[src/hw/sram_pkg.sv]
package sram_pkg;

    // 32-bit word split into four independent byte memories
    localparam int SRAM_LANES = 4;

    typedef logic [7:0] byte_t;  // one lane's data

    // 64 KB decode window, starts at byte 0
    localparam int unsigned SRAM_BYTES = 65536;

    // true when the byte address falls inside the window
    function automatic logic addr_in_window(input logic [31:0] addr);
        return addr < SRAM_BYTES;
    endfunction

endpackage

[src/hw/sram_port_arb.sv]
`timescale 1ns/1ps

module sram_port_arb import sram_pkg::*; #(
    parameter int DEPTH_BITS = 14
) (
    input  logic                         ACLK,
    input  logic                         ARESETn,
    input  logic                         wr_req,
    input  logic [DEPTH_BITS-1:0]        wr_word_addr,
    input  byte_t [SRAM_LANES-1:0]       wr_data,
    input  logic [SRAM_LANES-1:0]        wr_strb,
    input  logic                         rd_req,
    input  logic [DEPTH_BITS-1:0]        rd_word_addr,
    output logic                         wr_gnt,
    output logic                         rd_gnt,
    output logic                         lane_en,
    output logic [SRAM_LANES-1:0]        lane_we,
    output logic [DEPTH_BITS-1:0]        lane_addr,
    output byte_t [SRAM_LANES-1:0]       lane_wdata
);

    logic last_wr;  // last grant went to the write side

    // lone requester wins at once, on a tie the side not served last time wins
    assign wr_gnt = wr_req && (!rd_req || !last_wr);
    assign rd_gnt = rd_req && !wr_gnt;

    always_ff @(posedge ACLK or negedge ARESETn) begin
        if (!ARESETn) begin
            last_wr <= 1'b0;  // write side first after reset
        end else if (wr_gnt) begin
            last_wr <= 1'b1;
        end else if (rd_gnt) begin
            last_wr <= 1'b0;
        end
    end

    // single port shared by all lanes
    assign lane_en    = wr_gnt || rd_gnt;
    assign lane_addr  = wr_gnt ? wr_word_addr : rd_word_addr;
    assign lane_we    = wr_strb & {SRAM_LANES{wr_gnt}};  // strobe bit per lane
    assign lane_wdata = wr_data;  // each lane picks its own byte

endmodule

[config.mk]
export PLATFORM = sky130hd
export DESIGN_NAME = sram_port_arb
export DESIGN_NICKNAME = d
export VERILOG_FILES = /design/src/hw/sram_pkg.sv /design/src/hw/sram_port_arb.sv
export SDC_FILE = /design/constraint.sdc
export NUM_CORES = 1
export LEC_CHECK = 0
export BUFFER_PORTS_ARGS = -buffer_cell sky130_fd_sc_hd__buf_4
export CAP_MARGIN = 15
export CORE_ASPECT_RATIO = 0.9
export CORE_MARGIN = 2
export CORE_UTILIZATION = 26
export CTS_BUF_LIST = sky130_fd_sc_hd__clkbuf_2
export DETAILED_ROUTE_END_ITERATION = 12
export PLACE_DENSITY = 0.89
export RECOVER_POWER = 50
export SYNTH_ARGS = -nofsm -noshare
export SYNTH_HDL_FRONTEND = slang
export SYNTH_SLANG_ARGS = --single-unit
[constraint.sdc]
create_clock -name ACLK -period 2.4 [get_ports ACLK]
set_input_delay 0.48 -clock ACLK [delete_from_list [all_inputs] [get_ports ACLK]]
set_output_delay 0.48 -clock ACLK [all_outputs]
set_load 0.1 [all_outputs]
# After elaboration in Yosys (flattened, before gate mapping)
# Cells that the tools add are included.
dict set report op_classes {
  n_reduce_logical 8
  n_bitwise 1
  n_mux 3
}
# cell count
set op_table {}
lappend op_table {{$mux W14} 1}
lappend op_table {{$and A4 B4 Y4} 1}
lappend op_table {{$logic_not A1 Y1} 3}
lappend op_table {{$logic_and A1 B1 Y1} 2}
lappend op_table {{$logic_or A1 B1 Y1} 2}
lappend op_table {{$mux W1} 2}
lappend op_table {{$reduce_bool A2 Y1} 1}
dict set report totals {
  input_bits 68
  ff_bits 1
  out_inout_bits 53
}

# Depth between registers and ports, before layout
dict set report depth {
  depth_word 7
  ltp_mapped 4
  depth_no_buf 2
}

# Worst setup path after synthesis
# OpenSTA, ideal clock, no wires.
dict set report synth_path {
  path_kind {input to output}
  start {input port wr_req}
  end {output port lane_we[0]}
  arrival_time_ns 1.472
  required_ns 1.920
  cell_stages 4
  setup_slack_ns 0.448
  path_buffers 2
  cell_sequence {a21boi_2 > buf_6 > buf_12 > and2_2}
}
dict set report synth_between {
  elab_chain_cells 2
}
# item line_no
set synth_rtl {}
lappend synth_rtl {{start: declaration} sram_port_arb.sv:8} ;# input logic wr_req,
lappend synth_rtl {{$logic_and A1 B1 Y1} sram_port_arb.sv:25} ;# assign wr_gnt = wr_req && (!rd_req || !last_wr);
lappend synth_rtl {{net wr_gnt} sram_port_arb.sv:14} ;# output logic wr_gnt,
lappend synth_rtl {{$and A4 B4 Y4} sram_port_arb.sv:41} ;# assign lane_we = wr_strb & {SRAM_LANES{wr_gnt}};
lappend synth_rtl {{end: declaration} sram_port_arb.sv:17} ;# output logic [SRAM_LANES-1:0] lane_we,
# The timed path passes the listed nets, and every way through them passes these cells.

# Worst setup path after layout
dict set report layout_path {
  start {input port rd_req}
  end {output port lane_addr[1]}
}
dict set report layout_between {
  elab_chain_cells 4
}
# item line_no
set layout_rtl {}
lappend layout_rtl {{start: declaration} sram_port_arb.sv:12} ;# input logic rd_req,
lappend layout_rtl {{$logic_not A1 Y1} sram_port_arb.sv:25}
lappend layout_rtl {{$logic_or A1 B1 Y1} sram_port_arb.sv:25}
lappend layout_rtl {{$logic_and A1 B1 Y1} sram_port_arb.sv:25}
lappend layout_rtl {{$mux W14} sram_port_arb.sv:40} ;# assign lane_addr = wr_gnt ? wr_word_addr : rd_word_addr;
lappend layout_rtl {{end: declaration} sram_port_arb.sv:18} ;# output logic [DEPTH_BITS-1:0] lane_addr,
# Every way passes these cells.

==> impl_summary.md <==
Run status
The run finished with clean final reports.

Worst setup path
The termination of the worst setup path is lane_addr[1]. For the worst setup path, the data required time is 1.92 ns. Tracing the worst setup path back leads to its startpoint at rd_req.

The slowest stage cell on the critical path is mux2_2. The length in cells of the worst reg-to-reg path is 2. Grouping stages by cell kind, the critical path spends the most delay in buffers and inverters. Along the worst path, the maximum fanout reaches 9. The critical path is of the in2out type.

The launch instance of the worst register-to-register path is last_wr. The delay contributed by the slowest stage of the critical path is 0.35 ns. The category of the worst setup path capture point is a primary output. The most used cell along the critical path is buf_4. The number of buffers and inverters on the critical path is 3.

Traced cell by cell, the critical path runs through buf_4 -> a21boi_2 -> buf_4 -> mux2_2 -> buf_4. The worst setup path is launched from a primary input. Data arrives at the worst endpoint at 1.53 ns. Counting buffers and inverters, the worst setup path is 5 cells deep. The register-to-register setup slack is 1.61 ns. The end of the worst register-to-register path is last_wr.

Timing
The final hold slack is 0.2787 ns. The share of the cycle needed by the critical path after routing is 83.78%. The setup TNS is 0 ns. The minimum clock period after layout is 2.011 ns. The final-report hold violation count is 0. Between clock sinks in the finished design, the worst skew comes to 0 ns. Based on the critical path, the design can be clocked at up to 497.3 MHz.

The worst pin sits at a relative slew slack of 81.33%. The number of pins with negative max-slew slack in the final report is 0. The slew at the pin with the worst max-slew slack is 0.2824 ns. Setup repair after global routing left no endpoint under its margin. Setup violations remaining at the end of the flow were counted as 0.

The setup slack of the critical path after layout is 0.3893 ns.

GRT
The initial antenna violation count is 0. The first-pass GRT wire length is 1856 µm. The overall overflow remaining after global route is 0. The global-route total usage across every layer is 9.906%. The number of global-route vias before repair is 460.

The pin count of the biggest net entering global routing is 11.

Floorplan
The top-level I/O count is 121. The floorplan has 15 rows. In this run the horizontal extent of the chip is 52.17 µm. For this configuration, the core starts out at a cell density of 27.82%. The area enclosed by the die boundary is 2471 µm². The die height is 47.36 µm. The total area inside the core boundary comes to 1952 µm².

Final layout
In the final layout, the registers with the most flip-flops are last_wr: 1 flops. At the end of the flow the core is filled with cells to 37.82%. The non-filler instance count after layout is 108. The multi-input combinational cells in the finished layout cover a total of 242.7 µm². The final-layout fill cell count is 199. The ratio of cells with drive above 1 in the final layout is 93.98%. The largest register by flop count is last_wr. The area of all sequential standard cells is 25.02 µm². After the last flow step, the layout net total stands at 153.

The flip-flop count of the largest register after layout is 1. With fillers left out, the area of the finished cells amounts to 738.2 µm². The area growth from synthesis to layout is 35.94%. The repair_antennas step left the layout with diodes totalling 0.

Placement
Prior to clock tree synthesis, the placed netlist has a worst setup slack of 0.3796 ns. In this run, placement finished with an instance count of 108. The wire-length estimate of the detail-placed layout is 1267 µm. The weighted congestion at the end of routability-driven global placement is 0.6390. The count of input and output buffers is 56. After detailed placement, the total cell area comes to 738.2 µm².

Routing
Wires add up to 1386 µm. The detailed-route vias per instance is 4.444. The starting DRC count in detailed routing is 0. The detailed-router iteration count before antenna repair is 1. For this block, the via count after detailed routing is 480. The remaining antenna violation count after routing is 0. The per-cell routed wire length is 12.83 µm. The number of remaining DRC errors is 0.

Yosys
After synthesis the netlist holds a flip-flop and latch count of 1. During synthesis, Yosys emitted a total of 0 warnings. The number of nets handed over by synthesis was 127.

The average cell area after synthesis is 9.204 µm². The sequential element share of the synthesized area is 4.608%. In the synthesized netlist, the number of instances is 59. The mapped netlist covers 543.0 µm². The area share of the largest cell type after synthesis is 44.24%. The biggest area consumer among synthesized cells is buf_4. Yosys attributes the largest share of cell area to buf_4 (44%), mux2_2 (19%), mux2_4 (14%). The number of different library cells used by synthesis comes to 13.

Power and ir drop
The total power after layout is 0.3980 mW. In this run the power density over the cells is 539.1 nW/µm². The worst-case vdd ir drop is 0.2636 mV. The leakage dissipation is 0.3985 nW.

Run
The max-capacitance violation count is 0.

Hold path
The worst min-delay path category is in2async.

CTS
Clock-pin slew was measured on the worst setup and hold paths at 0 ns. The later-pin clock latency in the skew report is 0 ns. The post-cts sizing count is 0. The post-CTS setup buffer count is 0.

Buffers inserted to repair hold after CTS numbered 0.
==> how the worst min path moves through the flow <==
stage / depth (start not counted) / start / end / slack [ns]
detailed placement: 1 / ARESETn / last_wr / 0.26
floorplan: 0 / ARESETn / last_wr / 0.18
global placement: 1 / ARESETn / last_wr / 0.26
global route: 1 / ARESETn / last_wr / 0.28
CTS: 1 / ARESETn / last_wr / 0.26
finish: 1 / ARESETn / last_wr / 0.28
==> power breakdown <==
| part | internal (mW) | switching, mW |
|---|---|---|
| Sequential | 0.0197 | 0.00252 |
| Clock | 0 | 0 |
| Combinational | 0.111 | 0.265 |
==> cells by family (layout without fill, tap and decap cells) <==
family | after synthesis | after routing | synth area share [%]
AO/OA/AOI/OAI | 2 | 2 | 2.994
buffers and inverters | 35 | 59 | 50.69
flip-flops | 1 | 1 | 4.608
multiplexers | 14 | 14 | 32.49
AND/OR/NAND/NOR | 7 | 7 | 9.219
==> per-layer routing <==
layer | up-vias | track usage [%] | share of wire [%]
li1 | 206 | - | -
met1 | 208 | 7.143 | 27
met2 | 62 | 24.05 | 54
met3 | 4 | 3.185 | 18
met4 | 0 | 2.051 | 0.87
met5 | - | 0 | 0
==> cell usage in the layout, fill, tap and decap left out, drive strengths merged <==
| master | count |
|---|---|
| and2 | 5 |
| buf | 57 |
| clkbuf | 1 |
| o21ai | 1 |
| a21boi | 1 |
| mux2 | 14 |
| or2b | 1 |
| dfrtp | 1 |
| inv | 1 |
| or2 | 1 |
==> cell type report <==
class	count	area share, %
Timing Repair Buffer	58	58.98
Multi-Input combinational cell	23	32.88
Tap cell	25	4.237
Sequential cell	1	3.390
Inverter	1	0.5085
==> Yosys cell counts <==
| library cell | number |
|---|---|
| a21boi_2 | 1 |
| buf_4 | 32 |
| or2b_1 | 1 |
| inv_1 | 1 |
| dfrtp_1 | 1 |
| mux2_2 | 9 |
| and2_2 | 4 |
| o21ai_0 | 1 |
| and2_1 | 1 |
| or2_2 | 1 |
| buf_6 | 1 |
| mux2_4 | 5 |
| buf_12 | 1 |
No activity file was read; power rests on OpenSTA's default activity.
