<file path="config.mk">
export PLATFORM = sky130hd
export DESIGN_NAME = axi_read_ctrl
export DESIGN_NICKNAME = d
export VERILOG_FILES = /design/src/hw/sram_pkg.sv /design/src/hw/axi_pkg.sv /design/src/hw/axi_read_ctrl.sv
export SDC_FILE = /design/constraint.sdc
export NUM_CORES = 1
export LEC_CHECK = 0
export BUFFER_PORTS_ARGS = -buffer_cell sky130_fd_sc_hd__buf_2
export CORE_ASPECT_RATIO = 1.1
export CORE_MARGIN = 1
export CORE_UTILIZATION = 53
export DETAILED_ROUTE_END_ITERATION = 12
export GPL_TIMING_DRIVEN = 0
export PLACE_DENSITY = 0.85
export SETUP_SLACK_MARGIN = 0.4
export SKIP_CTS_REPAIR_TIMING = 1
export SLEW_MARGIN = 10
export SYNTH_ARGS = -nofsm -noshare
export SYNTH_HDL_FRONTEND = slang
export SYNTH_SLANG_ARGS = --single-unit
</file>
<file path="constraint.sdc">
create_clock -name ACLK -period 5 [get_ports ACLK]
set_input_delay 1 -clock ACLK [delete_from_list [all_inputs] [get_ports ACLK]]
set_output_delay 1 -clock ACLK [all_outputs]
set_load 0.01 [all_outputs]
</file>
<file path="src/hw/sram_pkg.sv">
package sram_pkg;

    // 32-bit word split into four independent byte memories
    localparam int SRAM_LANES = 4;

    typedef logic [7:0] byte_t;  // one lane's data

    // 64 KB decode window, starts at byte 0
    localparam int unsigned SRAM_BYTES = 65536;

    // true when the byte address falls inside the window
    function automatic logic addr_in_window(input logic [31:0] addr);
        return addr < SRAM_BYTES;
    endfunction

endpackage

</file>
<file path="src/hw/axi_pkg.sv">
package axi_pkg;

    // AXI4 field widths used on the slave ports
    typedef logic [3:0]  axi_id_t;    // transaction id
    typedef logic [31:0] axi_addr_t;  // byte address
    typedef logic [7:0]  axi_len_t;   // beats minus one
    typedef logic [2:0]  axi_size_t;  // log2 bytes per beat
    typedef logic [1:0]  axi_burst_t;
    typedef logic [1:0]  axi_resp_t;
    typedef logic [31:0] axi_data_t;
    typedef logic [3:0]  axi_strb_t;  // one bit per byte lane

    // burst encodings, WRAP (2'b10) is not supported here
    localparam axi_burst_t BURST_FIXED = 2'b00;
    localparam axi_burst_t BURST_INCR  = 2'b01;

    // response codes
    localparam axi_resp_t RESP_OKAY   = 2'b00;
    localparam axi_resp_t RESP_SLVERR = 2'b10;  // bad size or burst type
    localparam axi_resp_t RESP_DECERR = 2'b11;  // outside the sram window

endpackage
</file>
<file path="src/hw/axi_read_ctrl.sv">
`timescale 1ns/1ps

module axi_read_ctrl import axi_pkg::*, sram_pkg::*; #(
    parameter int DEPTH_BITS = 14
) (
    input  logic                   ACLK,
    input  logic                   ARESETn,
    input  axi_id_t                ar_id,
    input  axi_addr_t              ar_addr,
    input  axi_len_t               ar_len,
    input  axi_size_t              ar_size,
    input  axi_burst_t             ar_burst,
    input  logic                   ar_valid,
    output logic                   ar_ready,
    output axi_id_t                r_id,
    output axi_data_t              r_data,
    output axi_resp_t              r_resp,
    output logic                   r_last,
    output logic                   r_valid,
    input  logic                   r_ready,
    output logic                   rd_req,
    input  logic                   rd_gnt,
    output logic [DEPTH_BITS-1:0]  rd_word_addr,
    input  byte_t [SRAM_LANES-1:0] lane_rdata
);

    // ISSUE asks for the port, FILL takes lane data, HOLD waits for r_ready
    typedef enum logic [1:0] {IDLE, ISSUE, FILL, HOLD} state_t;

    state_t     state;
    axi_id_t    id_q;
    axi_addr_t  addr_q;
    axi_len_t   len_q;
    axi_len_t   cnt_q;  // current beat number
    axi_size_t  size_q;
    axi_burst_t burst_q;
    axi_resp_t  err_q;
    axi_resp_t  ar_err;
    logic       good;

    always_comb begin
        if (ar_size > 3'd2 || (ar_burst != BURST_FIXED && ar_burst != BURST_INCR)) begin
            ar_err = RESP_SLVERR;
        end else if (!addr_in_window(ar_addr)) begin
            ar_err = RESP_DECERR;
        end else begin
            ar_err = RESP_OKAY;
        end
    end

    assign good         = (err_q == RESP_OKAY);
    assign ar_ready     = (state == IDLE);
    assign rd_req       = (state == ISSUE) && good;  // never while holding a beat
    assign rd_word_addr = addr_q[DEPTH_BITS+1:2];
    assign r_id         = id_q;
    assign r_resp       = err_q;  // constant for the burst

    always_ff @(posedge ACLK or negedge ARESETn) begin
        if (!ARESETn) begin
            state   <= IDLE;
            cnt_q   <= '0;
            r_valid <= 1'b0;
            r_last  <= 1'b0;
        end else begin
            case (state)
                IDLE: if (ar_valid) begin
                    cnt_q <= '0;
                    state <= ISSUE;
                end
                ISSUE: if (!good) begin
                    r_valid <= 1'b1;  // error beat skips the sram
                    r_last  <= (cnt_q == len_q);
                    state   <= HOLD;
                end else if (rd_gnt) begin
                    state <= FILL;
                end
                FILL: begin
                    r_valid <= 1'b1;
                    r_last  <= (cnt_q == len_q);
                    state   <= HOLD;
                end
                HOLD: if (r_ready) begin
                    r_valid <= 1'b0;
                    r_last  <= 1'b0;
                    if (r_last) begin
                        state <= IDLE;
                    end else begin
                        cnt_q <= cnt_q + 8'd1;
                        state <= ISSUE;
                    end
                end
                default: state <= IDLE;
            endcase
        end
    end

    always_ff @(posedge ACLK) begin
        if (ar_valid && ar_ready) begin
            id_q    <= ar_id;
            addr_q  <= ar_addr;
            len_q   <= ar_len;
            size_q  <= ar_size;
            burst_q <= ar_burst;
            err_q   <= ar_err;
        end else if (state == HOLD && r_ready && burst_q == BURST_INCR) begin
            addr_q <= addr_q + (axi_addr_t'(1) << size_q);
        end
        if (state == ISSUE && !good) r_data <= '0;
        if (state == FILL) r_data <= lane_rdata;  // lanes registered at the grant edge
    end

endmodule

</file>
# After elaboration in Yosys (flattened, before gate mapping)
# Cells that the tools add are included.
# totals
latchBits	0
mem_bits_rw	0
rom_bits	0
n_memories	0
regBits	95
out_inout_bits	56
# classes
magnitude_cmp	2
bitwise_logic	0
addsub	2
n_mul	0
n_div	0
reduce_logical	18
shifts	1
n_eq_ne	11
muxes	20
# op_table
operator	count
$mux 32	4
$add 32x32->32	1
$lt 32x17->1 const B	1
$shl 1x3->32 const A	1
$mux 8	3
$pmux 8 s2	1
$mux 2	5
$add 8x1->8 const B	1
$eq 8x8->1	1
$ne 2x2->1 const B	4
$pmux 2 s4	1
$reduce_bool 2->1	4
$logic_and 1x1->1	6
$pmux 1 s3	2
$reduce_and 3->1	2
$eq 2x1->1 const B	2
$eq 2x2->1 const B	2
$logic_not 2->1	2
$mux 1	4
$reduce_and 4->1	1
$gt 3x2->1 const B	1
$ne 3x3->1 const B	1
$reduce_bool 3->1	1
$ne 2x1->1 const B	1
other kinds (2)	2

# Longest topological paths before layout
# Gate-level depths: netlist of the first run.
# logic_depth
ltp_word	5
depth_mapped	9
ltp_nobuf	9

# Worst setup path before layout of the first run
# No wires, ideal clock.
# synth_timing
path_type	flip-flop to flip-flop
startpoint	reg size_q[1]
endpoint	reg addr_q[12] (data pin)
stages_incl_launch_ff	10
arrival_ps	1982
slack_ps	2748
path_cell_list	edfxtp_1 nor3_1 ha_1 fa_1 a21o_1 a221oi_2 a21oi_2 nand3_1 xor2_1 o21ai_0
# synth_via
elab_chain_len	4
# synth_lines
item	line_no	text
start: declaration	axi_read_ctrl.sv:35	axi_size_t size_q;
start signal: assignment	axi_read_ctrl.sv:102	size_q <= ar_size;
$shl 1x3->32	axi_read_ctrl.sv:106	addr_q <= addr_q + (axi_addr_t'(1) << size_q);
$add 32x32->32	axi_read_ctrl.sv:106	
$mux 32	axi_read_ctrl.sv:105	end else if (state == HOLD && r_ready && burst_q == BURST_INCR) begin
$mux 32	axi_read_ctrl.sv:98	if (ar_valid && ar_ready) begin
end signal: assignment	axi_read_ctrl.sv:100	addr_q <= ar_addr;
end signal: assignment	axi_read_ctrl.sv:106	
end: declaration	axi_read_ctrl.sv:32	axi_addr_t addr_q;
# No other way between the ends. The select of a mux whose other input is x is not followed.
# A chain may end at the register's enable or synchronous reset.

# Worst setup path after layout of the first run
# layout_timing
startpoint	reg state[1]
endpoint	out rd_req
# layout_via
elab_chain_len	2
# layout_lines
item	line_no	text
start: declaration	axi_read_ctrl.sv:30	state_t state;
start signal: assignment	axi_read_ctrl.sv:60	state <= IDLE;
start signal: assignment	axi_read_ctrl.sv:68	state <= ISSUE;
start signal: assignment	axi_read_ctrl.sv:73	state <= HOLD;
$eq 2x1->1	axi_read_ctrl.sv:53	assign rd_req = (state == ISSUE) && good;
$logic_and 1x1->1	axi_read_ctrl.sv:53	
end: declaration	axi_read_ctrl.sv:21	output logic rd_req,
# No other way between the ends.

==> results of run 1 <==
-- power breakdown --
part	internal, mW	switching [mW]
logic	0.371	0.525
clock network	0.247	0.227
registers	1.03	0.0980
-- path summary, 6_finish.rpt --
path | startpoint | end | depth (start not counted)
worst max-delay path | state[1] | rd_req | 4
worst min-delay path | r_valid | r_valid | 1
worst max register to register | size_q[1] | addr_q[14] | 9
worst min register to register | r_valid | r_valid | 1
max in group asynchronous | ARESETn | cnt_q[3] | 1
min in group asynchronous | ARESETn | r_last | 1
-- flip-flops by register name (all words and copies together), names as in the netlist --
register / flops
r_resp: 2
state: 2
len_q: 8
burst_q: 2
size_q: 3
r_valid: 1
r_id: 4
cnt_q: 8
addr_q: 16
r_last: 1
r_data: 32
-- layer usage --
layer / part of all wire [%] / global-route usage (%) / routed length (µm)
met4: 1.6 / 8.76 / 123
met5: 0 / 0 / 0
met2: 49 / 36.5 / 3830
met1: 42 / 25.0 / 3270
met3: 8.2 / 5.67 / 646
-- final cells by class --
class                   instances  area, µm²
plain buffers                  21        136
clock buffers                  12        145
clock inverters                 4       55.1
fillers                       514       2160
inverters                       9       33.8
multi-input cells             208       1400
flip-flops and latches         79       2310
well taps                      85        106
repair buffers                141        706
-- worst max-delay path: stages (launching register included) --
cell	delay, ps
dfrtp_1	410
inv_1	130
ha_1	180
nor3b_1	440
buf_2	230
-- through the flow --
step,setup WS [ps],cells,cell area [µm²]
2_1_floorplan,2750,317,3870
3_3_place_gp,2330,543,4690
3_5_place_dp,2260,543,4690
4_1_cts,2270,559,4890
5_1_grt,2170,559,4890
6_report,2270,559,4890
-- logic make-up (layout without fill, tap and decap cells) --
| group | after synthesis | in the layout |
|---|---|---|
| and+or+nand+nor | 122 | 122 |
| DFF | 79 | 79 |
| AOI/OAI and AO/OA | 45 | 45 |
| buffers and inverters | 30 | 187 |
| xor gates and xnor gates | 26 | 26 |
| adders and majority gates | 15 | 15 |
-- placed cells by master (no fill, tap or decap), drive strengths merged, types with 2 or more instances in the layout --
| cell | synthesis | final |
|---|---|---|
| xnor2 | 7 | 7 |
| and3 | 5 | 5 |
| buf | 16 | 157 |
| nand4 | 2 | 2 |
| nor4 | 6 | 6 |
| edfxtp | 67 | 67 |
| inv | 9 | 9 |
| clkinv | 0 | 2 |
| a21o | 4 | 4 |
| nand3 | 8 | 8 |
| o31ai | 2 | 2 |
| dfrtp | 12 | 12 |
| and4 | 2 | 2 |
| a21oi | 7 | 7 |
| nor3 | 4 | 4 |
| a211oi | 5 | 5 |
| ha | 14 | 14 |
| xor2 | 19 | 19 |
| nand2 | 31 | 31 |
| and2 | 32 | 32 |
| o21a | 2 | 2 |
| nand2b | 2 | 2 |
| nor2 | 20 | 20 |
| clkbuf | 5 | 17 |
| o21ai | 19 | 19 |
| nor3b | 4 | 4 |
| nor2b | 4 | 4 |
==> results.yml, run 1 <==
run_status:
  status: "finished, final reports clean"
timing:
  hold_viol_final: 0
  min_period_ps: 2730
  period_share_pct: 54.6
  clock.fmax_mhz: 366
  rsz0062_at_grt: "no"
  slew_viol_final: 0
  worst_pin_slew_ps: 756
  slew_headroom_pct: 49.6
  hold-worst-slack_ps: 482
  worst_clock_skew_ps: 14.3
  finalSetupViolCount: 0
  finalSetupTns_ps: 0
synthesis:
  synth_edf_count: 67
  yosys_register_bits: 79
  synth_fa_ha_area_share_pct: 5.04
  synth.largest_area_cell: "edfxtp_1"
  synth_fp_nets: 418
  yosys_warnings: 0
  synth_seq_area_share_pct: 59.7
  synth.distinct_cells: 42
  ys_top_cells_by_area: "edfxtp_1, dfrtp_1, and2_1"
  synthMuxAreaShare_pct: 0
  async_reset_ff_share_pct: 15.2
  synth_most_common_cell: "edfxtp_1"
  synthSimpleGateAreaFrac_pct: 16.5
  synth_ff_type: "edfxtp_1"
  synth_commonest_cells: "edfxtp_1, and2_1, nand2_1, nor2_1, xor2_1"
  postSynthAreaPerCell_um2: 12.2
  synth_cells: 317
  synth-compound-area-share_pct: 8.56
  synth_top_area_share_pct: 51.9
  syn_area_um2: 3870
  synth-xor-area-share_pct: 5.88
  synth_top_family_by_area: "simple AND/OR/NAND/NOR gates"
critical_path:
  startpoint_type: "register"
  critPathKind: "reg -> out"
  critPathArrivalTime_ps: 1730
  reg2reg_slack_ps: 2450
  worstPathMaxFanout: 5
  crit_required_ps: 4000
  critPathCaptureType: "output port"
place:
  gp_congestion: 0.816
  io_buffer_count: 141
  hpwl_um: 5870
final_layout:
  drive_above_1_share_pct: 38.4
  final_nets: 570
  diodes: 0
  fin_util_pct: 69.4
  area_growth_pct: 26.2
clocking:
  cts.htree.levels: 3
  max-clock-path-buffers: 2
  clk_latency_ps: 350
  cts_tree: "yes"
  cts_sinks: 79
  path_clk_slew_ps: 90
  cts-root-buf: "clkbuf_8"
  cts_inserted_buffers: 9
global_route:
  grt_max_degree: 34
  grt-ovfl-total: 0
  grt_pass1_vias: 2791
  grt_pass1_wl_um: 12600
  grt_usage_pct: 21.1
  antenna_found_initial: 0
worst_hold_path:
  hold_path.class: "reg -> reg"
detailed_routing:
  route.detailed.drc: 0
  num_vias: 2900
  wire_per_inst_um: 14.1
  drt_iter0_drc: 115
  antenna_left: 0
  vias_per_cell: 5.19
  routed_wl_um: 7870
  firstDrtPassIters: 4
floorplan:
  die_w_um: 83.5
  die_h_um: 91.7
  initial_core_util_pct: 55.0
  ioPinCount: 142
  core-area_um2: 7050
  row_count: 32
  dieArea_um2: 7660
run:
  drv_cap: 0
power:
  p_leak_nw: 2.18
  peakVddDrop_mv: 0.319
  power_density_nw_per_um2: 511
  total_power_mw: 2.50
No activity file was read; power rests on OpenSTA's default activity.
==> run 2, diff against run 1 <==
CORE_UTILIZATION = 50   (was 53)
PLACE_DENSITY = 0.81   (was 0.85)
clock period = 2.8 ns   (was 5 ns; I/O delays follow)
==> run 2 against run 1 <==
Wire length rose by 3.9%. Cell count rose by 5.4%. Global-route usage fell by 1.1 points. Clock power rose by 76%. Combinational power rose by 93%. Critical path depth rose by 5. Sequential share of layout area fell by 2.2 points. Critical path type is now reg -> reg. Core utilization fell by 0.80 points. Critical endpoint is now addr_q[10]. Count of clock-buffer cells in the layout fell by 2. Sequential power rose by 79%. Flip-flop and latch count did not move. First-iteration DRC count rose by 17%.
==> results.yml, run 2 (same netlist as run 1, synthesis figures left out) <==
clocking:
  max-clock-path-buffers: 2
  path_clk_slew_ps: 90
  cts_sinks: 79
  cts-root-buf: "clkbuf_8"
  cts_inserted_buffers: 9
  cts_tree: "yes"
  clk_latency_ps: 340
  cts.htree.levels: 3
detailed_routing:
  wire_per_inst_um: 13.9
  wl_met1_um: 3390
  top_layer: "met4"
  routed_wl_um: 8170
  drt_iter0_drc: 134
  firstDrtPassIters: 4
  wl_met2_um: 4150
  antenna_left: 0
  met3_length_um: 542
  vias_per_cell: 5.00
  route.detailed.drc: 0
  num_vias: 2946
floorplan:
  ioPinCount: 142
  die_w_um: 85.9
  dieArea_um2: 8110
  initial_core_util_pct: 51.8
  row_count: 33
  core-area_um2: 7470
  die_h_um: 94.3
critical_path:
  worstReg2RegEnd: "addr_q[10]"
  reg2reg_slack_ps: 350
  startpoint_type: "register"
  r2r_start: "size_q[0]"
  critPathCaptureType: "register"
  critPathLaunch: "size_q[0]"
  worst_r2r_path_depth: 9
  worstPathMaxFanout: 5
  critPathKind: "reg -> reg"
  critPathArrivalTime_ps: 2550
  crit_required_ps: 2890
final_layout:
  drive_above_1_share_pct: 43.6
  area_growth_pct: 32.3
  top_register: "r_data"
  final_nets: 580
  diodes: 0
  reg_top3: "r_data (32), addr_q (16)"
  final_cell_mix: "buf_2, edfxtp_1, and2_1"
  layout_commonest_cell: "buf_2"
  largest_register_ffs: 32
power:
  p_leak_nw: 2.25
  peakVddDrop_mv: 0.413
  power_density_nw_per_um2: 894
timing:
  slew_viol_final: 0
  worst_clock_skew_ps: 7.90
  min_period_ps: 2450
  period_share_pct: 87.6
  finalSetupViolCount: 0
  clock.fmax_mhz: 408
  finalSetupTns_ps: 0
  slew_headroom_pct: 51.1
  rsz0062_at_grt: "yes"
  hold_viol_final: 0
  worst_pin_slew_ps: 734
  timing.final.ws_setup_ps: 347
place:
  hpwl_um: 5910
  io_buffer_count: 141
  dp_worst_setup_slack_ps: 244
  gp_congestion: 0.831
run:
  drv_cap: 0
global_route:
  grt_pass1_wl_um: 12500
  grt_usage_pct: 20.0
  antenna_found_initial: 0
  grt_max_degree: 34
  grt_pass1_vias: 2777
  grt-ovfl-total: 0
worst_hold_path:
  hold_path.class: "in -> async"
run_status:
  status: "finished, final reports clean"
[run 2: changes by cell type in the layout (fill, tap and decap cells not counted), sizes merged]
| cell | delta |
|---|---|
| buf | +10 |
| bufinv | -1 |
| clkbuf | -2 |
| inv | +3 |
[run 2: worst max-delay path by stage]
stage | end | slack [ps] | depth (start not counted)
floorplan | addr_q[12] | 550 | 9
global placement | addr_q[14] | 290 | 9
detailed placement | addr_q[14] | 240 | 9
CTS | addr_q[14] | 220 | 9
global route | addr_q[12] | 260 | 9
finish | addr_q[10] | 350 | 9
[run 2: cell type report]
| class | instances | area, µm² |
|---|---|---|
| Buffer | 21 | 140 |
| Clock buffer | 10 | 149 |
| Clock inverter | 6 | 50.0 |
| Fill cell | 565 | 2350 |
| Inverter | 9 | 33.8 |
| Multi-Input combinational cell | 208 | 1520 |
| Sequential cell | 79 | 2310 |
| Tap cell | 105 | 131 |
| Timing Repair Buffer | 151 | 788 |
[run 2: worst max-delay path: stages, from the launching register on]
cell	delay [ps]
edfxtp_1	490
buf_6	170
nor3b_4	150
fa_2	360
a21o_1	220
a221oi_4	350
a21oi_4	130
nand3_1	110
xor2_1	150
o21ai_1	70
[run 2: per-stage QoR]
stage               instances  total power, mW  cell area [µm²]  hold WS [ps]  util [%]
floorplan                 317             3.08             3870           264         -
finish                    589             4.58             5130          92.4      68.6
CTS                       579             4.49             4910          85.3      65.7
global placement          563             3.60             4710           452      63.1
detailed placement        563             3.66             4710           466      63.1
global route              589             4.89             5130          88.5      68.6
[run 2: report_power, final]
part | switching, mW | internal [mW]
sequential | 0.178 | 1.84
combinational | 0.987 | 0.741
clock | 0.445 | 0.389
[run 2: routing by layer]
| metal | GRT usage, % | vias up |
|---|---|---|
| li1 | - | 1436 |
| met1 | 23.6 | 1375 |
| met2 | 35.7 | 129 |
| met3 | 4.11 | 6 |
| met4 | 7.78 | 0 |
| met5 | 0 | - |
