[config.mk]
export PLATFORM = sky130hd
export DESIGN_NAME = axi_write_ctrl
export DESIGN_NICKNAME = d
export VERILOG_FILES = /design/src/hw/sram_pkg.sv /design/src/hw/axi_pkg.sv /design/src/hw/axi_write_ctrl.sv
export SDC_FILE = /design/constraint.sdc
export NUM_CORES = 1
export LEC_CHECK = 0
export BUFFER_PORTS_ARGS = -buffer_cell sky130_fd_sc_hd__buf_2
export CAP_MARGIN = 20
export CORE_MARGIN = 2
export CORE_UTILIZATION = 45
export CTS_CLUSTER_DIAMETER = 60
export CTS_CLUSTER_SIZE = 24
export DETAILED_ROUTE_END_ITERATION = 10
export PLACE_DENSITY = 0.77
export SYNTH_ARGS = -nofsm -noshare
export SYNTH_HDL_FRONTEND = slang
export SYNTH_SLANG_ARGS = --single-unit
[constraint.sdc]
create_clock -name ACLK -period 2.9 [get_ports ACLK]
set_input_delay 0 -clock ACLK [delete_from_list [all_inputs] [get_ports ACLK]]
set_output_delay 0 -clock ACLK [all_outputs]
set_load 0.01 [all_outputs]
[src/hw/sram_pkg.sv]
package sram_pkg;

    // 32-bit word split into four independent byte memories
    localparam int SRAM_LANES = 4;

    typedef logic [7:0] byte_t;  // one lane's data

    // 64 KB decode window, starts at byte 0
    localparam int unsigned SRAM_BYTES = 65536;

    // true when the byte address falls inside the window
    function automatic logic addr_in_window(input logic [31:0] addr);
        return addr < SRAM_BYTES;
    endfunction

endpackage

[src/hw/axi_pkg.sv]
package axi_pkg;

    // AXI4 field widths used on the slave ports
    typedef logic [3:0]  axi_id_t;    // transaction id
    typedef logic [31:0] axi_addr_t;  // byte address
    typedef logic [7:0]  axi_len_t;   // beats minus one
    typedef logic [2:0]  axi_size_t;  // log2 bytes per beat
    typedef logic [1:0]  axi_burst_t;
    typedef logic [1:0]  axi_resp_t;
    typedef logic [31:0] axi_data_t;
    typedef logic [3:0]  axi_strb_t;  // one bit per byte lane

    // burst encodings, WRAP (2'b10) is not supported here
    localparam axi_burst_t BURST_FIXED = 2'b00;
    localparam axi_burst_t BURST_INCR  = 2'b01;

    // response codes
    localparam axi_resp_t RESP_OKAY   = 2'b00;
    localparam axi_resp_t RESP_SLVERR = 2'b10;  // bad size or burst type
    localparam axi_resp_t RESP_DECERR = 2'b11;  // outside the sram window

endpackage
[src/hw/axi_write_ctrl.sv]
`timescale 1ns/1ps

module axi_write_ctrl import axi_pkg::*, sram_pkg::*; #(
    parameter int DEPTH_BITS = 14
) (
    input  logic                  ACLK,
    input  logic                  ARESETn,
    input  axi_id_t               aw_id,
    input  axi_addr_t             aw_addr,
    input  axi_len_t              aw_len,
    input  axi_size_t             aw_size,
    input  axi_burst_t            aw_burst,
    input  logic                  aw_valid,
    output logic                  aw_ready,
    input  axi_data_t             w_data,
    input  axi_strb_t             w_strb,
    input  logic                  w_last,
    input  logic                  w_valid,
    output logic                  w_ready,
    output axi_id_t               b_id,
    output axi_resp_t             b_resp,
    output logic                  b_valid,
    input  logic                  b_ready,
    output logic                  wr_req,
    input  logic                  wr_gnt,
    output logic [DEPTH_BITS-1:0] wr_word_addr,
    output axi_data_t             wr_data,
    output axi_strb_t             wr_strb
);

    typedef enum logic [1:0] {IDLE, DATA, RESP} state_t;

    state_t     state;
    axi_id_t    id_q;
    axi_addr_t  addr_q;   // current beat address
    axi_len_t   len_q;
    axi_len_t   cnt_q;    // beats accepted so far
    axi_size_t  size_q;
    axi_burst_t burst_q;
    axi_resp_t  err_q;    // response for the whole burst
    axi_resp_t  aw_err;
    logic       good;
    logic       beat;
    logic       last_beat;

    // size and burst type first, then the decode window
    always_comb begin
        if (aw_size > 3'd2 || (aw_burst != BURST_FIXED && aw_burst != BURST_INCR)) begin
            aw_err = RESP_SLVERR;
        end else if (!addr_in_window(aw_addr)) begin
            aw_err = RESP_DECERR;
        end else begin
            aw_err = RESP_OKAY;
        end
    end

    assign good     = (err_q == RESP_OKAY);
    assign aw_ready = (state == IDLE);
    assign wr_req   = (state == DATA) && good && w_valid;  // only with real data
    assign w_ready  = (state == DATA) && (good ? wr_gnt : 1'b1);  // error beats just drain
    assign beat     = w_valid && w_ready;
    // burst ends on w_last or on the length count
    assign last_beat = w_last || (cnt_q == len_q);

    assign b_valid = (state == RESP);
    assign b_id    = id_q;
    assign b_resp  = err_q;

    assign wr_word_addr = addr_q[DEPTH_BITS+1:2];
    assign wr_data      = w_data;
    assign wr_strb      = w_strb;  // lanes follow the strobes directly

    always_ff @(posedge ACLK or negedge ARESETn) begin
        if (!ARESETn) begin
            state <= IDLE;
            cnt_q <= '0;
        end else begin
            case (state)
                IDLE: if (aw_valid) begin
                    cnt_q <= '0;
                    state <= DATA;
                end
                DATA: if (beat) begin
                    cnt_q <= cnt_q + 8'd1;
                    if (last_beat) state <= RESP;  // b_valid next cycle
                end
                RESP: if (b_ready) state <= IDLE;
                default: state <= IDLE;
            endcase
        end
    end

    // burst payload
    always_ff @(posedge ACLK) begin
        if (aw_valid && aw_ready) begin
            id_q    <= aw_id;
            addr_q  <= aw_addr;
            len_q   <= aw_len;
            size_q  <= aw_size;
            burst_q <= aw_burst;
            err_q   <= aw_err;
        end else if (beat && burst_q == BURST_INCR) begin
            addr_q <= addr_q + (axi_addr_t'(1) << size_q);  // fixed keeps it
        end
    end

endmodule

# Yosys cells after proc, flatten, opt, wreduce, memory -nomap -nowiden
# Index checks and enable logic that the tools add are counted.
totals:
  mem_bits_rw: 0
  latchBits: 0
  memories: 0
  reg_bits: 61
  elab_cells: 50
  input_bits: 92
  output_inout_bits: 60
  rom_bits: 0
classes:
  shifts: 1
  n_reduce_logical: 16
  div_mod_pow: 0
  n_bitwise: 0
  eq_ne: 9
  n_mux: 12
  multipliers: 0
  add_sub_neg: 2
  order_cmp: 2
ops:
  columns: ["operator", "n"]
  rows:
  - ["32-bit two-way mux", 2]
  - ["32-bit adder", 1]
  - ["32-bit by 17-bit less-than comparator with 1-bit output (second input constant)", 1]
  - ["1-bit by 3-bit << shifter with 32-bit output (first input constant)", 1]
  - ["8-bit two-way mux", 2]
  - ["8-bit case mux with 2 select lines", 1]
  - ["2-bit two-way mux", 5]
  - ["8-bit by 1-bit adder with 8-bit output (second input constant)", 1]
  - ["8-bit equality test", 1]
  - ["1-bit logical AND", 7]
  - ["2-bit inequality test (second input constant)", 3]
  - ["2-bit case mux with 3 select lines", 1]
  - ["2-bit nonzero test", 3]
  - ["2-bit by 1-bit equality test with 1-bit output (second input constant)", 2]
  - ["2-bit logical NOT", 2]
  - ["2-bit by 1-bit inequality test with 1-bit output (second input constant)", 2]
  - ["4-bit AND reduction", 1]
  - ["3-bit by 2-bit > comparator with 1-bit output (second input constant)", 1]
  - ["3-bit AND reduction", 1]
  - ["2-bit equality test (second input constant)", 1]
  - ["1-bit logical OR", 2]
  - ["1-bit two-way mux", 1]

# Logic depth before layout (Yosys ltp)
# Gate-level depths: netlist of run 1.
logic_depth:
  word_depth: 7
  depth_mapped: 8
  depth_no_buf: 8

# Worst setup path after synthesis of run 1
# OpenSTA, ideal clock, no wires.
synth_path:
  kind: "reg2reg"
  startpoint: "register size_q[1]"
  endpoint: "register addr_q[7] (data pin)"
  setup_slack_ps: 756
  n_path_buf: 0
  path_stages_with_launch: 7
  t_arrival_ps: 1879
  path_cell_list: "edfxtp_1 nor3b_1 ha_1 a211oi_1 o21ai_1 a311oi_1 o21ai_0"
synth_via:
  elab_chain_cells: 4
synth_rtl:
  columns: ["element", "line", "rtl"]
  rows:
  - ["start: declaration", "axi_write_ctrl.sv:38", "axi_size_t size_q;"]
  - ["start signal: assignment", "axi_write_ctrl.sv:99", "size_q <= aw_size;"]
  - ["1-bit by 3-bit << shifter with 32-bit output", "axi_write_ctrl.sv:103", "addr_q <= addr_q + (axi_addr_t'(1) << size_q);"]
  - ["32-bit adder", "axi_write_ctrl.sv:103", null]
  - ["32-bit two-way mux", "axi_write_ctrl.sv:102", "end else if (beat && burst_q == BURST_INCR) begin"]
  - ["32-bit two-way mux", "axi_write_ctrl.sv:95", "if (aw_valid && aw_ready) begin"]
  - ["end signal: assignment", "axi_write_ctrl.sv:97", "addr_q <= aw_addr;"]
  - ["end signal: assignment", "axi_write_ctrl.sv:103", null]
  - ["end: declaration", "axi_write_ctrl.sv:35", "axi_addr_t addr_q;"]
# No other way between the ends. The select of a mux whose other input is x is not followed.
# A chain may end at the register's enable or synchronous reset.

# Final worst setup path of run 1
layout_path:
  startpoint: "register size_q[2]"
  endpoint: "register addr_q[7] (data pin)"
# Same word-level chain as after synthesis.

==> results of run 1 <==
-- state kept, by name, indices dropped and copies added (netlist names) --
register,flops
burst_q,2
len_q,8
state,2
b_resp,2
size_q,3
cnt_q,8
b_id,4
addr_q,16
-- layout make-up --
type / count / share of cell area (%)
multi-input combinational: 161 / 32.2
timing repair buffer: 114 / 22.5
clock buffer: 5 / 2.10
tap: 75 / 2.86
clock inverter: 3 / 0.533
sequential: 45 / 39.6
inverter: 2 / 0.229
-- layer usage --
metal  global-route usage (%)  up-vias  wire length [µm]
met1                     20.4      949              2420
li1                         -     1017                 -
met3                     4.78       10               394
met4                     4.26        0                37
met5                        0        -                 0
met2                     32.6       79              2880
-- logic make-up after synthesis --
kind of cell	after synthesis	share of synthesized area [%]
simple gates	82	15.2
buf+inv	56	14.9
flops	45	46.9
compound gates	41	9.30
xor+xnor	27	8.53
fa+ha+maj	10	4.78
mux	1	0.361
-- worst max-delay path, delay by kind of cell, from the launching register on --
family | cells | cell delay [ns]
AND/OR/NAND/NOR | 1 | 0.42
flip-flops | 1 | 0.49
AO/OA/AOI/OAI | 4 | 0.91
adder cells (fa/ha/maj) | 1 | 0.34
-- power groups by stage --
| stage | registers (W) | logic, W | clock network, W |
|---|---|---|---|
| 2_1_floorplan | 0.00105 | 0.000741 | 0 |
| 4_1_cts | 0.00106 | 0.000908 | 0.000403 |
| 6_report | 0.00106 | 0.000904 | 0.000386 |
| 3_3_place_gp | 0.00107 | 0.000855 | 0 |
| 3_5_place_dp | 0.00107 | 0.000868 | 0 |
| 5_1_grt | 0.00109 | 0.00102 | 0.000432 |
-- through the flow --
stage	area [µm²]	std cells	total power, W	util [%]	worst slack (ns)
finish	3280	405	0.00235	55.5	0.496
floorplan	2770	262	0.00179	-	0.756
CTS	3280	405	0.00237	55.5	0.490
global placement	2880	365	0.00192	48.6	0.617
global route	3280	405	0.00254	55.5	0.315
detailed placement	2880	365	0.00194	48.6	0.509
-- worst paths after layout --
kind                          endpoint  slack [ns]  cells after the start
max reg2reg                  addr_q[7]        0.50                      6
min reg2reg                   cnt_q[7]        0.56                      2
min in group asynchronous     state[1]        0.08                      2
min                        wr_data[16]    0.000004                      0
max in group asynchronous     cnt_q[7]        2.62                      2
max                          addr_q[7]        0.50                      6
-- what timing repair did --
| action | in CTS | in global routing |
|---|---|---|
| hold endpoints to repair | 41 | 0 |
| setup endpoints to repair | 0 | 0 |
| setup buffers | 0 | 0 |
| hold buffers | 32 | 0 |
-- cells in the final DEF, fill, tap and decap left out, types with 4 or more instances in the layout --
cell / count
xor2_1: 16
nor3_1: 4
clkbuf_8: 5
and3_1: 4
dfrtp_1: 10
xnor2_1: 11
buf_2: 79
nor4_1: 4
nor2_1: 16
o21ai_1: 6
edfxtp_1: 35
dlygate4sd3_1: 32
a21oi_1: 10
nand2_1: 24
o21ai_0: 10
nand4_1: 9
nand3_1: 5
ha_1: 9
a211oi_1: 4
==> metrics.md, run 1 <==
| Metric | Value |
|---|---|
| Status | `finished, final reports clean` |
| N_diodes | `0` |
| Multi-input gate area | `1060 µm²` |
| Deepest clock path buffer count | `2` |
| Synth top area share | `37.9%` |
| Synthesized flop and latch total | `45` |
| Worst Hold Class | `primary input to output pin` |
| Max-Cap Viols | `0` |
| Hold Violations, Final | `0` |
| Total CTS buffers | `5` |
| Synth unique cells | `37` |
| Crit path from | `size_q[2]` |
| Fillers | `531` |
| Largest net degree at the start of global routing | `25` |
| Vias/cell | `5.07` |
| Post-DP HPWL | `4100 µm` |
| Crit path required time | `2.95 ns` |
| Layout area overhead | `18.5%` |
| Crit Path Class | `flip-flop to flip-flop` |
| Pre-antenna DRT Iters | `5` |
| Initial Util | `46.8%` |
| Vias | `2055` |
| First-pass GRT wire length | `9180 µm` |
| Pwr/cell area | `717 nW/µm²` |
| Internal | `0.00148 W` |
| Post-synth top cells | `51 x buf_4, 35 x edfxtp_1, 24 x nand2_1, 16 x nor2_1, 16 x xor2_1` |
| Die Width | `82.5 µm` |
| HP Start | `w_data[16]` |
| Min cycle time layout | `2.40 ns` |
| Post_cts resized | `0` |
| Fmax | `0.416 GHz` |
| Gr usage total | `17.7%` |
| Hold WS | `0.00000393 ns` |
| Synth Instances | `262` |
| Max FO, Critical Path | `8` |
| Initial antenna violation count | `0` |
| Top Ports | `152` |
| Die H | `82.5 µm` |
| Htree depth | `2` |
| DRC viols | `0` |
| Crit path launch type | `flip-flop` |
| Clk sinks | `45` |
| Register area share after synthesis | `46.9%` |
| FF+latch area | `1300 µm²` |
| Antenna-violating nets left | `0` |
| Post-synth ARST share | `22.2%` |
| Worst Max-Slew Pin Slew | `0.721 ns` |
| Drt total wl | `5730 µm` |
| Dominant cells by area after synthesis | `edfxtp_1 38%, buf_4 14%, dfrtp_1 9.0%` |
| Most frequent cell after synthesis | `buf_4` |
| Die ar. | `6810 µm²` |
| Nets@finish | `431` |
| Max rail drop VDD | `0.000321 V` |
| Worst clock skew | `0.00965 ns` |
| CP cell instances | `nor3b_1 > ha_1 > a211oi_1 > o21ai_1 > a311oi_1 > o21ai_0` |
| Max Transition Viols Final | `0` |
| Post-route setup TNS | `0 ns` |
| Synth Flop Type | `edfxtp_1` |
| Critical path arrival | `2.45 ns` |
| Layout cells sized above 1 | `28.5%` |
| Crit path capture type | `flip-flop` |
| DR WL/cell | `14.1 µm` |
| Clk pin slew, worst setup/hold paths | `0.09 ns` |
| Clock Power Share | `16.4%` |
| Leakage | `1.40 nW` |
| Vias in the first global route | `2080` |
| Synth warn | `0` |
| Average cell area after synthesis | `10.6 µm²` |
| Slowest Stage Delay on Critical Path | `0.49 ns` |
| Final setup violation count | `0` |
| Crit path max-delay cell type | `edfxtp_1` |
| Flop pwr share | `45.2%` |
| Slew headroom | `51.8%` |
| Gr ovfl total | `0` |
| Sw Pwr | `0.000871 W` |
| RR Startpoint | `size_q[2]` |
| Net Sw Frac | `37.0%` |
| Syn_nets | `364` |
| Top cell type by total area after synthesis | `edfxtp_1` |
| Crit share post-route | `82.9%` |
| TritonCTS clock tree | `yes` |
| Initial drt markers | `56` |
| Port bufs | `79` |
| Combinational power share | `38.4%` |
| Core Rows | `28` |
| RSZ-0062 raised after global routing | `false` |
| Post-synth EDFFs | `35` |
| Core area | `5920 µm²` |
| CTS root buffer | `clkbuf_8` |
| Synthesized cell area | `2770 µm²` |
| GPL Wtd Cong | `0.894` |
| Skew-Pair Late Insertion Delay | `0.30 ns` |
No activity file was read; power rests on OpenSTA's default activity.
==> run 2, diff against run 1 <==
- clock period: 2.9 -> 2.4 ns (I/O delays scaled with it)
==> run 2 against run 1 <==
Compared with the run above:
- utilization up 1.1 points
- power up 28%
- largest power group unchanged
- highest routed layer unchanged
- first-iteration DRC count up 16%
==> metrics.md, run 2 (synthesis results as in run 1) <==
| Metric | Value |
|---|---|
| Die H | `82.5 µm` |
| Internal | `0.00195 W` |
| Most frequent cells in the layout | `79 x buf_2, 35 x edfxtp_1, 31 x dlygate4sd3_1, 24 x nand2_1` |
| Crit path required time | `2.44 ns` |
| Crit path max-delay family | `adder cells` |
| Htree depth | `2` |
| Worst clock skew | `0.00421 ns` |
| Initial antenna violation count | `0` |
| Max FO, Critical Path | `8` |
| HP Start | `w_data[29]` |
| Cells after DPL | `366` |
| Layout cells sized above 1 | `30.0%` |
| CTS root buffer | `clkbuf_8` |
| Pwr/cell area | `896 nW/µm²` |
| Total CTS buffers | `5` |
| Core area | `5920 µm²` |
| Gr usage total | `16.8%` |
| GPL Wtd Cong | `0.920` |
| Clk pin slew, worst setup/hold paths | `0.08 ns` |
| Final setup violation count | `0` |
| R2R Path End | `addr_q[10]` |
| Fin cells | `408` |
| Most common cell after layout, fill and taps aside | `buf_2` |
| Net Sw Frac | `35.0%` |
| Worst Max-Slew Pin Slew | `0.413 ns` |
| Setup Slack @ Placement | `0.0702 ns` |
| Fmax | `0.438 GHz` |
| Initial drt markers | `65` |
| Setup ws final | `0.117 ns` |
| Hold Path Sink | `wr_data[29]` |
| Regs by FF count | `addr_q (16), cnt_q (8), len_q (8)` |
| CP cell instances | `nor3_1 > ha_1 > fa_1 > a211oi_2 > o211ai_2 > nand4_1 > xor2_1 > a21oi_1` |
| Drt total wl | `5770 µm` |
| Post-DP HPWL | `4130 µm` |
| Top Ports | `152` |
| Vias | `2090` |
| Skew-Pair Late Insertion Delay | `0.29 ns` |
| Clock Power Share | `19.7%` |
| Slew headroom | `72.4%` |
| Hold Violations, Final | `0` |
| Vias in the first global route | `1997` |
| R2R setup slack | `0.12 ns` |
| Critical path arrival | `2.33 ns` |
| Initial Util | `46.8%` |
| Number of flip-flops in the largest register | `16` |
| Min cycle time layout | `2.28 ns` |
| Combinational power share | `37.4%` |
| Port bufs | `79` |
| Worst Hold Class | `primary input to output pin` |
| Sw Pwr | `0.00105 W` |
| Status | `finished, final reports clean` |
| Vias/cell | `5.12` |
| DRC viols | `0` |
| Cells on worst reg2reg path | `8` |
| Max rail drop VDD | `0.000461 V` |
| Crit path capture type | `flip-flop` |
| Leakage | `1.44 nW` |
| Core Rows | `28` |
| TritonCTS clock tree | `yes` |
| Largest Register | `addr_q` |
| Deepest clock path buffer count | `2` |
| Max-Cap Viols | `0` |
| DR WL/cell | `14.1 µm` |
| Die ar. | `6810 µm²` |
| Post-route setup TNS | `0 ns` |
| Gr ovfl total | `0` |
| RR Startpoint | `size_q[2]` |
| Crit path launch type | `flip-flop` |
| Pre-antenna DRT Iters | `4` |
| First-pass GRT wire length | `8640 µm` |
| Crit share post-route | `95.1%` |
| N_diodes | `0` |
| Fillers | `521` |
| Layout area overhead | `20.8%` |
| Largest net degree at the start of global routing | `27` |
| Crit path max-delay cell type | `edfxtp_1` |
| Slowest Stage Delay on Critical Path | `0.50 ns` |
| WHS Path Cells | `0` |
| Crit Path Class | `flip-flop to flip-flop` |
| Clk sinks | `45` |
| Flop pwr share | `42.9%` |
| Die Width | `82.5 µm` |
| CP bufs+invs | `0` |
| Nets@finish | `434` |
| Max Transition Viols Final | `0` |
| Antenna-violating nets left | `0` |
-- run 2: how the worst max path moves through the flow --
stage,slack (ns),end,start,cells past startpoint
2_1_floorplan,0.26,addr_q[7],size_q[1],6
3_3_place_gp,0.11,addr_q[7],size_q[1],6
3_5_place_dp,0.07,addr_q[7],size_q[1],6
4_1_cts,0.04,addr_q[7],size_q[1],6
5_1_grt,-0.02,addr_q[14],size_q[0],8
6_report,0.12,addr_q[10],size_q[2],8
-- run 2: power by group through the flow --
stage	clock network [W]	logic, W	registers, W
global route	0.000641	0.00126	0.00131
floorplan	0	0.000895	0.00126
CTS	0.000607	0.00111	0.00128
global placement	0	0.00104	0.00129
detailed placement	0	0.00106	0.00130
finish	0.000592	0.00112	0.00129
-- run 2: per-stage QoR --
step                hold slack [ns]  area (µm²)  power (W)  utilization, %
finish                   0.00000446        3350    0.00300            56.6
detailed placement           -0.124        2890    0.00236            48.7
CTS                       0.0000686        3310    0.00299            55.9
floorplan                    -0.296        2770    0.00216               -
global placement             -0.128        2890    0.00233            48.7
global route              0.0000168        3350    0.00321            56.6
-- run 2: what timing repair did --
item,in CTS,in global routing
hold buffers,31,0
resized for setup,0,4
setup endpoints to repair,0,10
setup buffers,0,3
hold endpoints to repair,39,0
-- run 2: layout make-up --
class | count | area, µm² | area share [%]
clock buffer | 7 | 86.3 | 2.58
clock inverter | 1 | 30.0 | 0.897
inverter | 2 | 7.51 | 0.224
multi-input combinational | 161 | 1070 | 32.0
sequential | 45 | 1300 | 38.8
tap | 75 | 93.8 | 2.80
timing repair buffer | 117 | 758 | 22.6
-- run 2: metal layers --
metal  GRT usage, %  share of wire, %  vias up
li1               -                 -     1028
met1           18.4                40      964
met2           31.5                51       83
met3           3.80               6.7       15
met4           5.74               1.6        0
met5              0                 0        -
